[config.mk]
export PLATFORM = sky130hd
export DESIGN_NAME = decodeStage
export DESIGN_NICKNAME = d
export VERILOG_FILES = /design/src/hdl/isaPkg.sv /design/src/hdl/pipePkg.sv /design/src/hdl/decodeIf.sv /design/src/hdl/instructionDecoder.sv /design/src/hdl/stageReg.sv /design/src/hdl/registerFile.sv /design/src/hdl/conditionCheck.sv /design/src/hdl/decodeStage.sv
export SDC_FILE = /design/constraint.sdc
export NUM_CORES = 1
export LEC_CHECK = 0
export BUFFER_PORTS_ARGS = -buffer_cell sky130_fd_sc_hd__clkbuf_2
export CORE_MARGIN = 10
export CORE_UTILIZATION = 30
export CTS_BUF_LIST = sky130_fd_sc_hd__clkbuf_8
export CTS_CLUSTER_DIAMETER = 100
export DETAILED_ROUTE_END_ITERATION = 10
export HOLD_SLACK_MARGIN = 0.03
export PLACE_DENSITY = 0.46
export SKIP_CTS_REPAIR_TIMING = 1
export SLEW_MARGIN = 0
export SYNTH_ARGS = -nofsm -noshare
export SYNTH_HDL_FRONTEND = slang
export SYNTH_SLANG_ARGS = --single-unit
[constraint.sdc]
create_clock -name clock -period 2.7 [get_ports clock]
set_clock_uncertainty 0.1 [all_clocks]
set_input_delay 0.405 -clock clock [delete_from_list [all_inputs] [get_ports clock]]
set_output_delay 0.405 -clock clock [all_outputs]
set_load 0.01 [all_outputs]
[src/hdl/isaPkg.sv]
package isaPkg;

  localparam int instrWidth = 16;
  localparam int opIdWidth = 7;
  localparam int regNumWidth = 4;
  localparam int offsetWidth = 8;
  localparam int condWidth = 4;

  typedef logic [instrWidth-1:0] instrT;
  typedef logic [opIdWidth-1:0] opIdT;
  typedef logic [regNumWidth-1:0] regNumT;
  typedef logic [offsetWidth-1:0] offsetT;
  typedef logic [condWidth-1:0] condT;
  typedef logic [3:0] flagsT;  // N Z C V, N in the MSB

  // Condition field of a branch
  localparam condT condEq = 4'd0;
  localparam condT condNe = 4'd1;
  localparam condT condCs = 4'd2;
  localparam condT condCc = 4'd3;
  localparam condT condMi = 4'd4;
  localparam condT condPl = 4'd5;
  localparam condT condVs = 4'd6;
  localparam condT condVc = 4'd7;
  localparam condT condHi = 4'd8;
  localparam condT condLs = 4'd9;
  localparam condT condGe = 4'd10;
  localparam condT condLt = 4'd11;
  localparam condT condGt = 4'd12;
  localparam condT condLe = 4'd13;
  localparam condT condAl = 4'd14;
  localparam condT condNone = 4'd15;  // Not a branch

  localparam opIdT idSwi = 7'h48;
  localparam opIdT idBranch = 7'h49;
  localparam opIdT idNop = 7'h4a;
  localparam opIdT idHalt = 7'h4b;
  localparam opIdT idResetState = 7'h64;
  localparam opIdT idBadMisc = 7'h7a;
  localparam opIdT idBadAlu = 7'h7d;
  localparam opIdT idBadShift = 7'h7e;
  localparam opIdT idBadOpcode = 7'h7f;

  localparam regNumT regLink = 4'd13;
  localparam regNumT regStack = 4'd14;
  localparam regNumT regPc = 4'd15;

  localparam offsetT swiVector = 8'd9;  // SWI entry point

endpackage

[src/hdl/pipePkg.sv]
package pipePkg;

  localparam int dataWidth = 16;
  localparam int numRegs = 16;

  typedef logic [dataWidth-1:0] dataT;

  // Decoder fields before operand read
  typedef struct packed {
    isaPkg::opIdT opId;
    isaPkg::regNumT regD;
    isaPkg::regNumT regA;
    isaPkg::regNumT regB;
    isaPkg::offsetT offset;
    isaPkg::condT cond;
  } decodedT;

  // What the issue latch hands to execute
  typedef struct packed {
    isaPkg::opIdT opId;
    isaPkg::regNumT destReg;
    dataT operandA;
    dataT operandB;
    isaPkg::offsetT offset;
    logic branchTaken;
  } issuedT;

endpackage

[src/hdl/decodeIf.sv]
`timescale 1ns/1ps

interface decodeIf;
  import isaPkg::*;

  opIdT opId;
  regNumT regD;  // Destination
  regNumT regA;  // Operand A source
  regNumT regB;  // Operand B source
  offsetT offset;
  condT cond;

  modport producer (
    output opId, regD, regA, regB, offset, cond
  );

  modport consumer (
    input opId, regD, regA, regB, offset, cond
  );

endinterface

[src/hdl/instructionDecoder.sv]
`timescale 1ns/1ps

module instructionDecoder (
  input isaPkg::instrT instruction,
  decodeIf.producer dec
);
  import isaPkg::*;

  logic [3:0] opcode;
  logic [3:0] funct2;
  logic op;
  logic [1:0] aluSel;
  logic [1:0] subOp;
  regNumT lowD;
  regNumT lowA;
  regNumT lowB;
  regNumT hiReg;
  offsetT imm5;
  offsetT imm8;

  assign opcode = instruction[15:12];
  assign funct2 = instruction[11:8];
  assign op = instruction[11];
  assign aluSel = instruction[10:9];  // Opcode 1 sub-select
  assign subOp = instruction[7:6];  // Opcode 4 and 11 sub-select
  assign lowD = {1'b0, instruction[2:0]};
  assign lowA = {1'b0, instruction[5:3]};
  assign lowB = {1'b0, instruction[8:6]};
  assign hiReg = {1'b0, instruction[10:8]};
  assign imm5 = {3'b0, instruction[10:6]};
  assign imm8 = instruction[7:0];

  always_comb begin
    dec.opId = idBadOpcode;
    dec.regD = '0;
    dec.regA = '0;
    dec.regB = '0;
    dec.offset = '0;
    dec.cond = condNone;  // Anything but a branch
    case (opcode)
      4'd0: begin
        dec.opId = op ? 7'h02 : 7'h01;
        dec.offset = imm5;
        dec.regD = lowD;
        dec.regA = lowA;
      end
      4'd1: begin
        dec.regD = lowD;
        dec.regA = lowA;
        if (!op) begin
          dec.opId = 7'h03;
          dec.offset = imm5;
        end else begin
          case (aluSel)
            2'd0: begin
              dec.opId = 7'h04;
              dec.regB = lowB;
            end
            2'd1: begin
              dec.opId = 7'h05;
              dec.regB = lowB;
            end
            2'd2: begin
              dec.opId = 7'h06;
              dec.offset = {5'b0, instruction[8:6]};
            end
            2'd3: begin
              dec.opId = 7'h07;
              dec.offset = {5'b0, instruction[8:6]};
            end
            default: dec.opId = idBadShift;
          endcase
        end
      end
      4'd2, 4'd3: begin  // Register with 8-bit immediate
        dec.opId = {5'b0, opcode[0], op} + 7'h08;
        dec.offset = imm8;
        dec.regD = hiReg;
        dec.regA = hiReg;
      end
      4'd4: begin
        if (op) begin
          dec.opId = 7'h27;
          dec.offset = imm8;
          dec.regD = hiReg;
          dec.regA = regPc;  // PC relative
          dec.regB = hiReg;
        end else begin
          dec.regD = lowD;
          dec.regA = lowD;
          dec.regB = lowA;
          case (funct2)
            4'd0, 4'd1, 4'd2, 4'd3: dec.opId = 7'h0c + {3'b0, funct2[1:0], subOp};
            4'd4: begin
              dec.opId = (subOp == 2'd0) ? 7'h0c : 7'h1b + {5'b0, subOp};
              dec.regB[3] = (subOp == 2'd1) || (subOp == 2'd3);
              dec.regD[3] = subOp[1];  // High bank for D and A
              dec.regA[3] = subOp[1];
            end
            4'd5: begin
              dec.opId = (subOp == 2'd0) ? 7'h0c : 7'h1e + {5'b0, subOp};
              dec.regB[3] = (subOp == 2'd1);
              dec.regD[3] = subOp[1];
              dec.regA[3] = subOp[1];
            end
            4'd6: begin
              dec.opId = 7'h22 + {5'b0, subOp};
              dec.regB[3] = subOp[0];
              dec.regD[3] = subOp[1];
              dec.regA[3] = subOp[1];
            end
            4'd7: begin
              dec.opId = 7'h26;
              dec.cond = instruction[7:4];
              dec.regD = '0;
              dec.regA = regPc;
              dec.regB = lowD;
            end
            default: dec.opId = idBadAlu;
          endcase
        end
      end
      4'd5: begin  // Three low registers
        dec.opId = 7'h28 + {4'b0, instruction[11:9]};
        dec.regD = lowD;
        dec.regA = lowA;
        dec.regB = lowB;
      end
      4'd6, 4'd7, 4'd8: begin  // Base plus 5-bit offset
        dec.opId = 7'h30 + {2'b0, opcode[3:0] - 4'd6, 1'b0} + {6'b0, op};
        dec.regD = lowD;
        dec.regA = lowA;
        dec.offset = imm5;
      end
      4'd9: begin
        dec.opId = op ? 7'h37 : 7'h36;
        dec.offset = imm8;
        dec.regD = hiReg;
        dec.regA = regStack;  // SP relative
      end
      4'd10: begin
        dec.opId = op ? 7'h39 : 7'h38;
        dec.offset = imm8;
        dec.regD = hiReg;
        dec.regA = op ? regStack : regPc;
      end
      4'd11: begin
        case (funct2)
          4'd0: dec.opId = 7'h3a;
          4'd2, 4'd10: begin
            dec.opId = (funct2[3] ? 7'h3f : 7'h3b) + {5'b0, subOp};
            dec.regD = lowD;
            dec.regB = lowA;
          end
          4'd4, 4'd13: begin
            dec.opId = funct2[0] ? 7'h44 : 7'h43;
            dec.regD = lowD;
          end
          4'd14: begin  // I/O group
            dec.opId = (subOp == 2'd3) ? idBadMisc : 7'h45 + {5'b0, subOp};
            dec.regD = (subOp == 2'd3) ? '0 : lowD;
          end
          default: dec.opId = idBadMisc;
        endcase
      end
      4'd12: begin
        dec.opId = idSwi;
        dec.offset = swiVector;
        dec.regB = regLink;  // Return address source
        dec.cond = condAl;
      end
      4'd13: begin
        dec.opId = idBranch;
        dec.cond = funct2;
        dec.offset = imm8;
        dec.regA = regPc;
      end
      4'd14: dec.opId = op ? idHalt : idNop;
      4'd15: dec.opId = (&instruction) ? idResetState : idBadOpcode;
      default: dec.opId = idBadOpcode;
    endcase
  end

endmodule

[src/hdl/stageReg.sv]
`timescale 1ns/1ps

module stageReg #(
  parameter type payloadT = logic
) (
  input logic clock,
  input logic rstN,
  input logic load,
  input logic hold,
  input logic inValid,
  input payloadT inData,
  output logic outValid,
  output payloadT outData
);

  always_ff @(posedge clock) begin
    if (!rstN) begin
      outValid <= 1'b0;
    end else if (!hold) begin
      outValid <= load & inValid;  // Drops out unless reloaded
    end
  end

  // Payload only moves on a load
  always_ff @(posedge clock) begin
    if (load && !hold) begin
      outData <= inData;
    end
  end

endmodule

[src/hdl/registerFile.sv]
`timescale 1ns/1ps

module registerFile (
  input logic clock,
  input logic rstN,
  input isaPkg::regNumT rdAddrA,
  input isaPkg::regNumT rdAddrB,
  input pipePkg::dataT pc,
  input logic wrEn,
  input isaPkg::regNumT wrAddr,
  input pipePkg::dataT wrData,
  output pipePkg::dataT rdDataA,
  output pipePkg::dataT rdDataB
);
  import isaPkg::*;
  import pipePkg::*;

  dataT regs [numRegs-1];  // R15 has no storage

  always_ff @(posedge clock) begin
    if (!rstN) begin
      for (int i = 0; i < numRegs - 1; i++) begin
        regs[i] <= '0;
      end
    end else if (wrEn && wrAddr != regPc) begin
      regs[wrAddr] <= wrData;
    end
  end

  // Reads see the value before this cycle's write
  assign rdDataA = (rdAddrA == regPc) ? pc : regs[rdAddrA];
  assign rdDataB = (rdAddrB == regPc) ? pc : regs[rdAddrB];

endmodule

[src/hdl/conditionCheck.sv]
`timescale 1ns/1ps

module conditionCheck (
  input isaPkg::condT cond,
  input isaPkg::flagsT flags,
  output logic taken
);
  import isaPkg::*;

  logic n;
  logic z;
  logic c;
  logic v;

  assign {n, z, c, v} = flags;

  always_comb begin
    case (cond)
      condEq: taken = z;
      condNe: taken = !z;
      condCs: taken = c;
      condCc: taken = !c;
      condMi: taken = n;
      condPl: taken = !n;
      condVs: taken = v;
      condVc: taken = !v;
      condHi: taken = c && !z;  // Unsigned higher
      condLs: taken = !c || z;
      condGe: taken = (n == v);  // Signed compare
      condLt: taken = (n != v);
      condGt: taken = !z && (n == v);
      condLe: taken = z || (n != v);
      condAl: taken = 1'b1;
      default: taken = 1'b0;  // condNone
    endcase
  end

endmodule

[src/hdl/decodeStage.sv]
`timescale 1ns/1ps

module decodeStage (
  input logic clock,
  input logic rstN,
  input logic instrValid,
  input isaPkg::instrT instruction,
  input logic stall,
  input isaPkg::flagsT flags,
  input pipePkg::dataT pc,
  input logic wrEn,
  input isaPkg::regNumT wrAddr,
  input pipePkg::dataT wrData,
  output logic issueValid,
  output isaPkg::opIdT opId,
  output isaPkg::regNumT destReg,
  output pipePkg::dataT operandA,
  output pipePkg::dataT operandB,
  output isaPkg::offsetT offset,
  output logic branchTaken
);
  import isaPkg::*;
  import pipePkg::*;

  logic instrQValid;
  instrT instrQ;
  decodedT decoded;
  dataT rdDataA;
  dataT rdDataB;
  logic taken;
  issuedT issueIn;
  issuedT issued;

  decodeIf dec ();

  // Captures only on the strobe
  stageReg #(.payloadT(instrT)) instrLatch (
    .clock(clock),
    .rstN(rstN),
    .load(instrValid),
    .hold(stall),
    .inValid(1'b1),
    .inData(instruction),
    .outValid(instrQValid),
    .outData(instrQ)
  );

  instructionDecoder decoder (
    .instruction(instrQ),
    .dec(dec)
  );

  assign decoded = '{
    opId: dec.opId,
    regD: dec.regD,
    regA: dec.regA,
    regB: dec.regB,
    offset: dec.offset,
    cond: dec.cond
  };

  registerFile regFile (
    .clock(clock),
    .rstN(rstN),
    .rdAddrA(decoded.regA),
    .rdAddrB(decoded.regB),
    .pc(pc),
    .wrEn(wrEn),
    .wrAddr(wrAddr),
    .wrData(wrData),
    .rdDataA(rdDataA),
    .rdDataB(rdDataB)
  );

  conditionCheck condCheck (
    .cond(decoded.cond),
    .flags(flags),
    .taken(taken)
  );

  assign issueIn = '{
    opId: decoded.opId,
    destReg: decoded.regD,
    operandA: rdDataA,
    operandB: rdDataB,
    offset: decoded.offset,
    branchTaken: taken
  };

  // Loads every cycle, valid follows the instruction latch
  stageReg #(.payloadT(issuedT)) issueLatch (
    .clock(clock),
    .rstN(rstN),
    .load(1'b1),
    .hold(stall),
    .inValid(instrQValid),
    .inData(issueIn),
    .outValid(issueValid),
    .outData(issued)
  );

  assign opId = issued.opId;
  assign destReg = issued.destReg;
  assign operandA = issued.operandA;
  assign operandB = issued.operandB;
  assign offset = issued.offset;
  assign branchTaken = issued.branchTaken;

endmodule

==> results by group <==
Status
  – Result of the run: finished with violations
  – Violations in the final reports: setup timing

Cells and area
  – Final nets: 2047
  – Fraction of layout cells with a size suffix above 1: 29.0%
  – Layout Area Growth over Synthesis: 30.8%
  – Most common library cell in the layout ignoring fill and taps: sky130_fd_sc_hd__edfxtp_1
  – Highest-count cells in the layout ignoring fill and taps: sky130_fd_sc_hd__edfxtp_1 (324), sky130_fd_sc_hd__and2_1 (244), sky130_fd_sc_hd__buf_4 (209)

Clock network
  – Clock root cell: sky130_fd_sc_hd__clkbuf_8
  – Clock net sink count: 326
  – Clock tree from TritonCTS: built
  – Max Buffers Root-to-Sink: 3
  – Num CTS Buffers: 61
  – Clk_lat worst skew: 0.68 ns
  – Clock transition at the register clock pins on the worst setup and hold paths after CTS: 0.07 ns
  – Maximum level of the CTS H-tree: 2

Logic synthesis
  – Number of synthesized flops with an enable pin: 324
  – Count of different cell masters after synthesis: 82
  – Synth Instances: 1618
  – Average cell area after synthesis: 11.3 um2
  – Seq/Total Area, Yosys: 53.5%
  – Async set-reset flop share out of synthesis: 0%
  – Post-Syn Area: 18200 um2
  – Number of warning messages in the yosys log: 0
  – Post-synth top flop: sky130_fd_sc_hd__edfxtp_1
  – FF+latch count, synth: 326

Setup path
  – Startpoint class of the critical path: flip-flop
  – Crit-path max FO: 6
  – Worst Setup EP: issueLatch.outData[10]$_DFFE_PN_
  – Worst R2R Start: instrLatch.outData[9]$_DFFE_PP_
  – Worst setup path start: instrLatch.outData[9]$_DFFE_PP_
  – Count of cells along the worst register-to-register path: 12
  – Setup slack, reg-to-reg: -0.39 ns
  – Arrival @ worst endpoint: 3.42 ns
  – RR Endpoint: issueLatch.outData[10]$_DFFE_PN_
  – Crit. End Element: flip-flop
  – Kind of critical path: reg -> reg
  – Data required time at the worst endpoint: 3.03 ns

Power
  – Clock network power share: 34.0%
  – Internal Dissipation: 9870 uW
  – Sequential power share: 44.2%
  – Proportion of total power due to net switching: 30.1%
  – PD cells: 591 nW/um2
  – Logic gate share of total power: 21.9%
  – Post-layout power: 14100 uW
  – Switching pwr: 4240 uW
  – Leakage power: 0.00896 uW
  – Peak ir drop on the vdd network: 409 uV

STA
  – Maximum achievable frequency: 0.324 GHz
  – Count of pins over their slew limit: 0
  – Total count of hold-check failures in the final report: 0
  – Worst Tran Pin Value: 1.43 ns
  – Time the worst path needs with I/O delays and setup: 3.09 ns
  – Crit share post-route: 114%
  – Setup TNS: -7.77 ns
  – Final critical-path setup slack: -0.390 ns
  – RSZ-0062 raised after global routing: yes
  – Slew Limit Headroom: 4.47%
  – Final setup viols: 32

Min path
  – Path type of the worst min-delay path: in -> reg

Global routing
  – Global-route wire length before repair: 95500 um
  – Total congestion overflow after global routing: 0
  – Met3 usage in global routing: 2.48%
  – Global-route total usage across every layer: 17.9%
  – Largest net degree at the start of global routing: 53
  – Antenna violations before repair: 2
  – Via count of the first global-routing pass: 14500
  – Met1 track demand over resource in global routing: 24.3%
  – Highest-utilization routing layer at the global route stage: met2
  – Met2 layer usage reported by global route: 29.5%

Placed design
  – Final weighted congestion in routability-driven placement: 0.899
  – Count of buffers inserted at the top-level ports: 113
  – Total half-perimeter wirelength after legalization and detailed placement: 48400 um

Routing
  – Post-detailed-route count of antenna-violating nets: 0
  – Number of vias after detailed routing: 14400
  – Final routed wire length divided by cell count: 23.5 um
  – DRC errors left: 0
  – Number of detailed-routing iterations run before antenna repair: 5
  – Post-detailed-routing wire length: 66000 um
  – Routed via count divided by cell count: 5.14
  – Number of DRC markers in iteration 0: 1151

Die
  – Die extent in x: 267 um
  – Initial standard-cell utilization of the core: 30.3%
  – Area of the die: 71100 um2
  – Area inside the core boundary: 60200 um2
  – Number of I/O pins: 114
  – Cell row count: 90
  – Vertical extent of the die: 267 um

Run
  – Maximum Capacitance Violations: 0
[per-stage QoR]
step           hold WS, ns  utilization, %  cell area [um2]  worst slack [ns]  std cells
2_1_floorplan        0.378               -            18400           -0.0166       1633
3_3_place_gp         0.393            35.7            21500            -0.546       2633
3_5_place_dp         0.404            35.7            21500            -0.529       2633
4_1_cts             -0.249            37.7            22700            -0.507       2743
5_1_grt             0.0383            39.6            23900            -0.420       2804
6_report            0.0350            39.6            23900            -0.390       2804
[power groups by stage]
stage	Clock [uW]	Combinational, uW	Sequential, uW
2_1_floorplan	0	1480	6280
3_3_place_gp	0	2740	6320
3_5_place_dp	0	2750	6330
4_1_cts	4930	2760	6230
5_1_grt	5170	3290	6260
6_report	4790	3080	6230
[cells in the mapped netlist, drive strengths merged (13+ instances only)]
cell | number | area [um2]
edfxtp | 324 | 9730
and2 | 253 | 1580
nand2 | 161 | 604
mux2i | 156 | 1570
o21ai | 82 | 414
nand3 | 74 | 398
clkbuf | 62 | 233
buf | 60 | 349
a21oi | 49 | 249
nor2 | 45 | 184
o22ai | 42 | 263
o211ai | 32 | 245
inv | 28 | 105
a31oi | 25 | 156
a32oi | 25 | 219
nor2b | 22 | 138
a22oi | 20 | 150
mux4 | 14 | 315
ha | 13 | 163
[worst min-delay path by stage]
| stage | depth (start not counted) | slack (ns) | start | to |
|---|---|---|---|---|
| 6_report | 3 | 0.03 | pc[1] | issueLatch.outData[26]$_DFFE_PN_ |
| 2_1_floorplan | 2 | 0.38 | instrLatch.outValid$_SDFFE_PN0N_ | instrLatch.outValid$_SDFFE_PN0N_ |
| 5_1_grt | 3 | 0.04 | pc[4] | issueLatch.outData[29]$_DFFE_PN_ |
| 4_1_cts | 1 | -0.25 | instruction[11] | instrLatch.outData[11]$_DFFE_PP_ |
| 3_5_place_dp | 2 | 0.40 | instrLatch.outValid$_SDFFE_PN0N_ | instrLatch.outValid$_SDFFE_PN0N_ |
| 3_3_place_gp | 2 | 0.39 | instrLatch.outValid$_SDFFE_PN0N_ | instrLatch.outValid$_SDFFE_PN0N_ |
[cell type report]
| cell class | instances | area [um2] |
|---|---|---|
| Timing Repair Buffer | 399 | 3320 |
| Clock buffer | 62 | 853 |
| Sequential cell | 326 | 9770 |
| Multi-Input combinational cell | 1157 | 8520 |
| Tap cell | 782 | 978 |
| Inverter | 28 | 105 |
| Fill cell | 5806 | 36400 |
| Antenna cell | 2 | 5.00 |
| Clock inverter | 48 | 324 |
[layer usage]
layer  up-vias  share of wire, %
li1       6774                 -
met2       422                47
met3        84               5.9
met1      7140                45
met5         -                 0
met4         0               1.8
[state kept, by name (all words and copies together) (netlist names)]
register,flops
regFile.regs,256
issueLatch.outData,52
instrLatch.outData,16
instrLatch.outValid,1
issueLatch.outValid,1
[logic make-up after synthesis]
group,after synthesis,share of synthesized area [%]
AOI/OAI and AO/OA,346,13.0
buffers and inverters,150,3.76
DFF,326,53.5
muxes,170,10.4
adders and majority gates,13,0.891
and+or+nand+nor,605,18.1
other,1,0.0206
xor gates and xnor gates,7,0.336
[worst max-delay path, stage by stage, from the launching register on]
cell                       delay [ns]
sky130_fd_sc_hd__edfxtp_1        0.50
sky130_fd_sc_hd__buf_6           0.17
sky130_fd_sc_hd__ha_4            0.16
sky130_fd_sc_hd__nor2b_4         0.14
sky130_fd_sc_hd__a32o_2          0.26
sky130_fd_sc_hd__buf_6           0.12
sky130_fd_sc_hd__a221oi_4        0.40
sky130_fd_sc_hd__and2_1          0.20
sky130_fd_sc_hd__buf_6           0.14
sky130_fd_sc_hd__buf_12          0.12
sky130_fd_sc_hd__a32oi_2         0.06
sky130_fd_sc_hd__a31oi_2         0.30
sky130_fd_sc_hd__o211ai_1        0.17
Note: power is estimated with default switching activity, not from simulation.
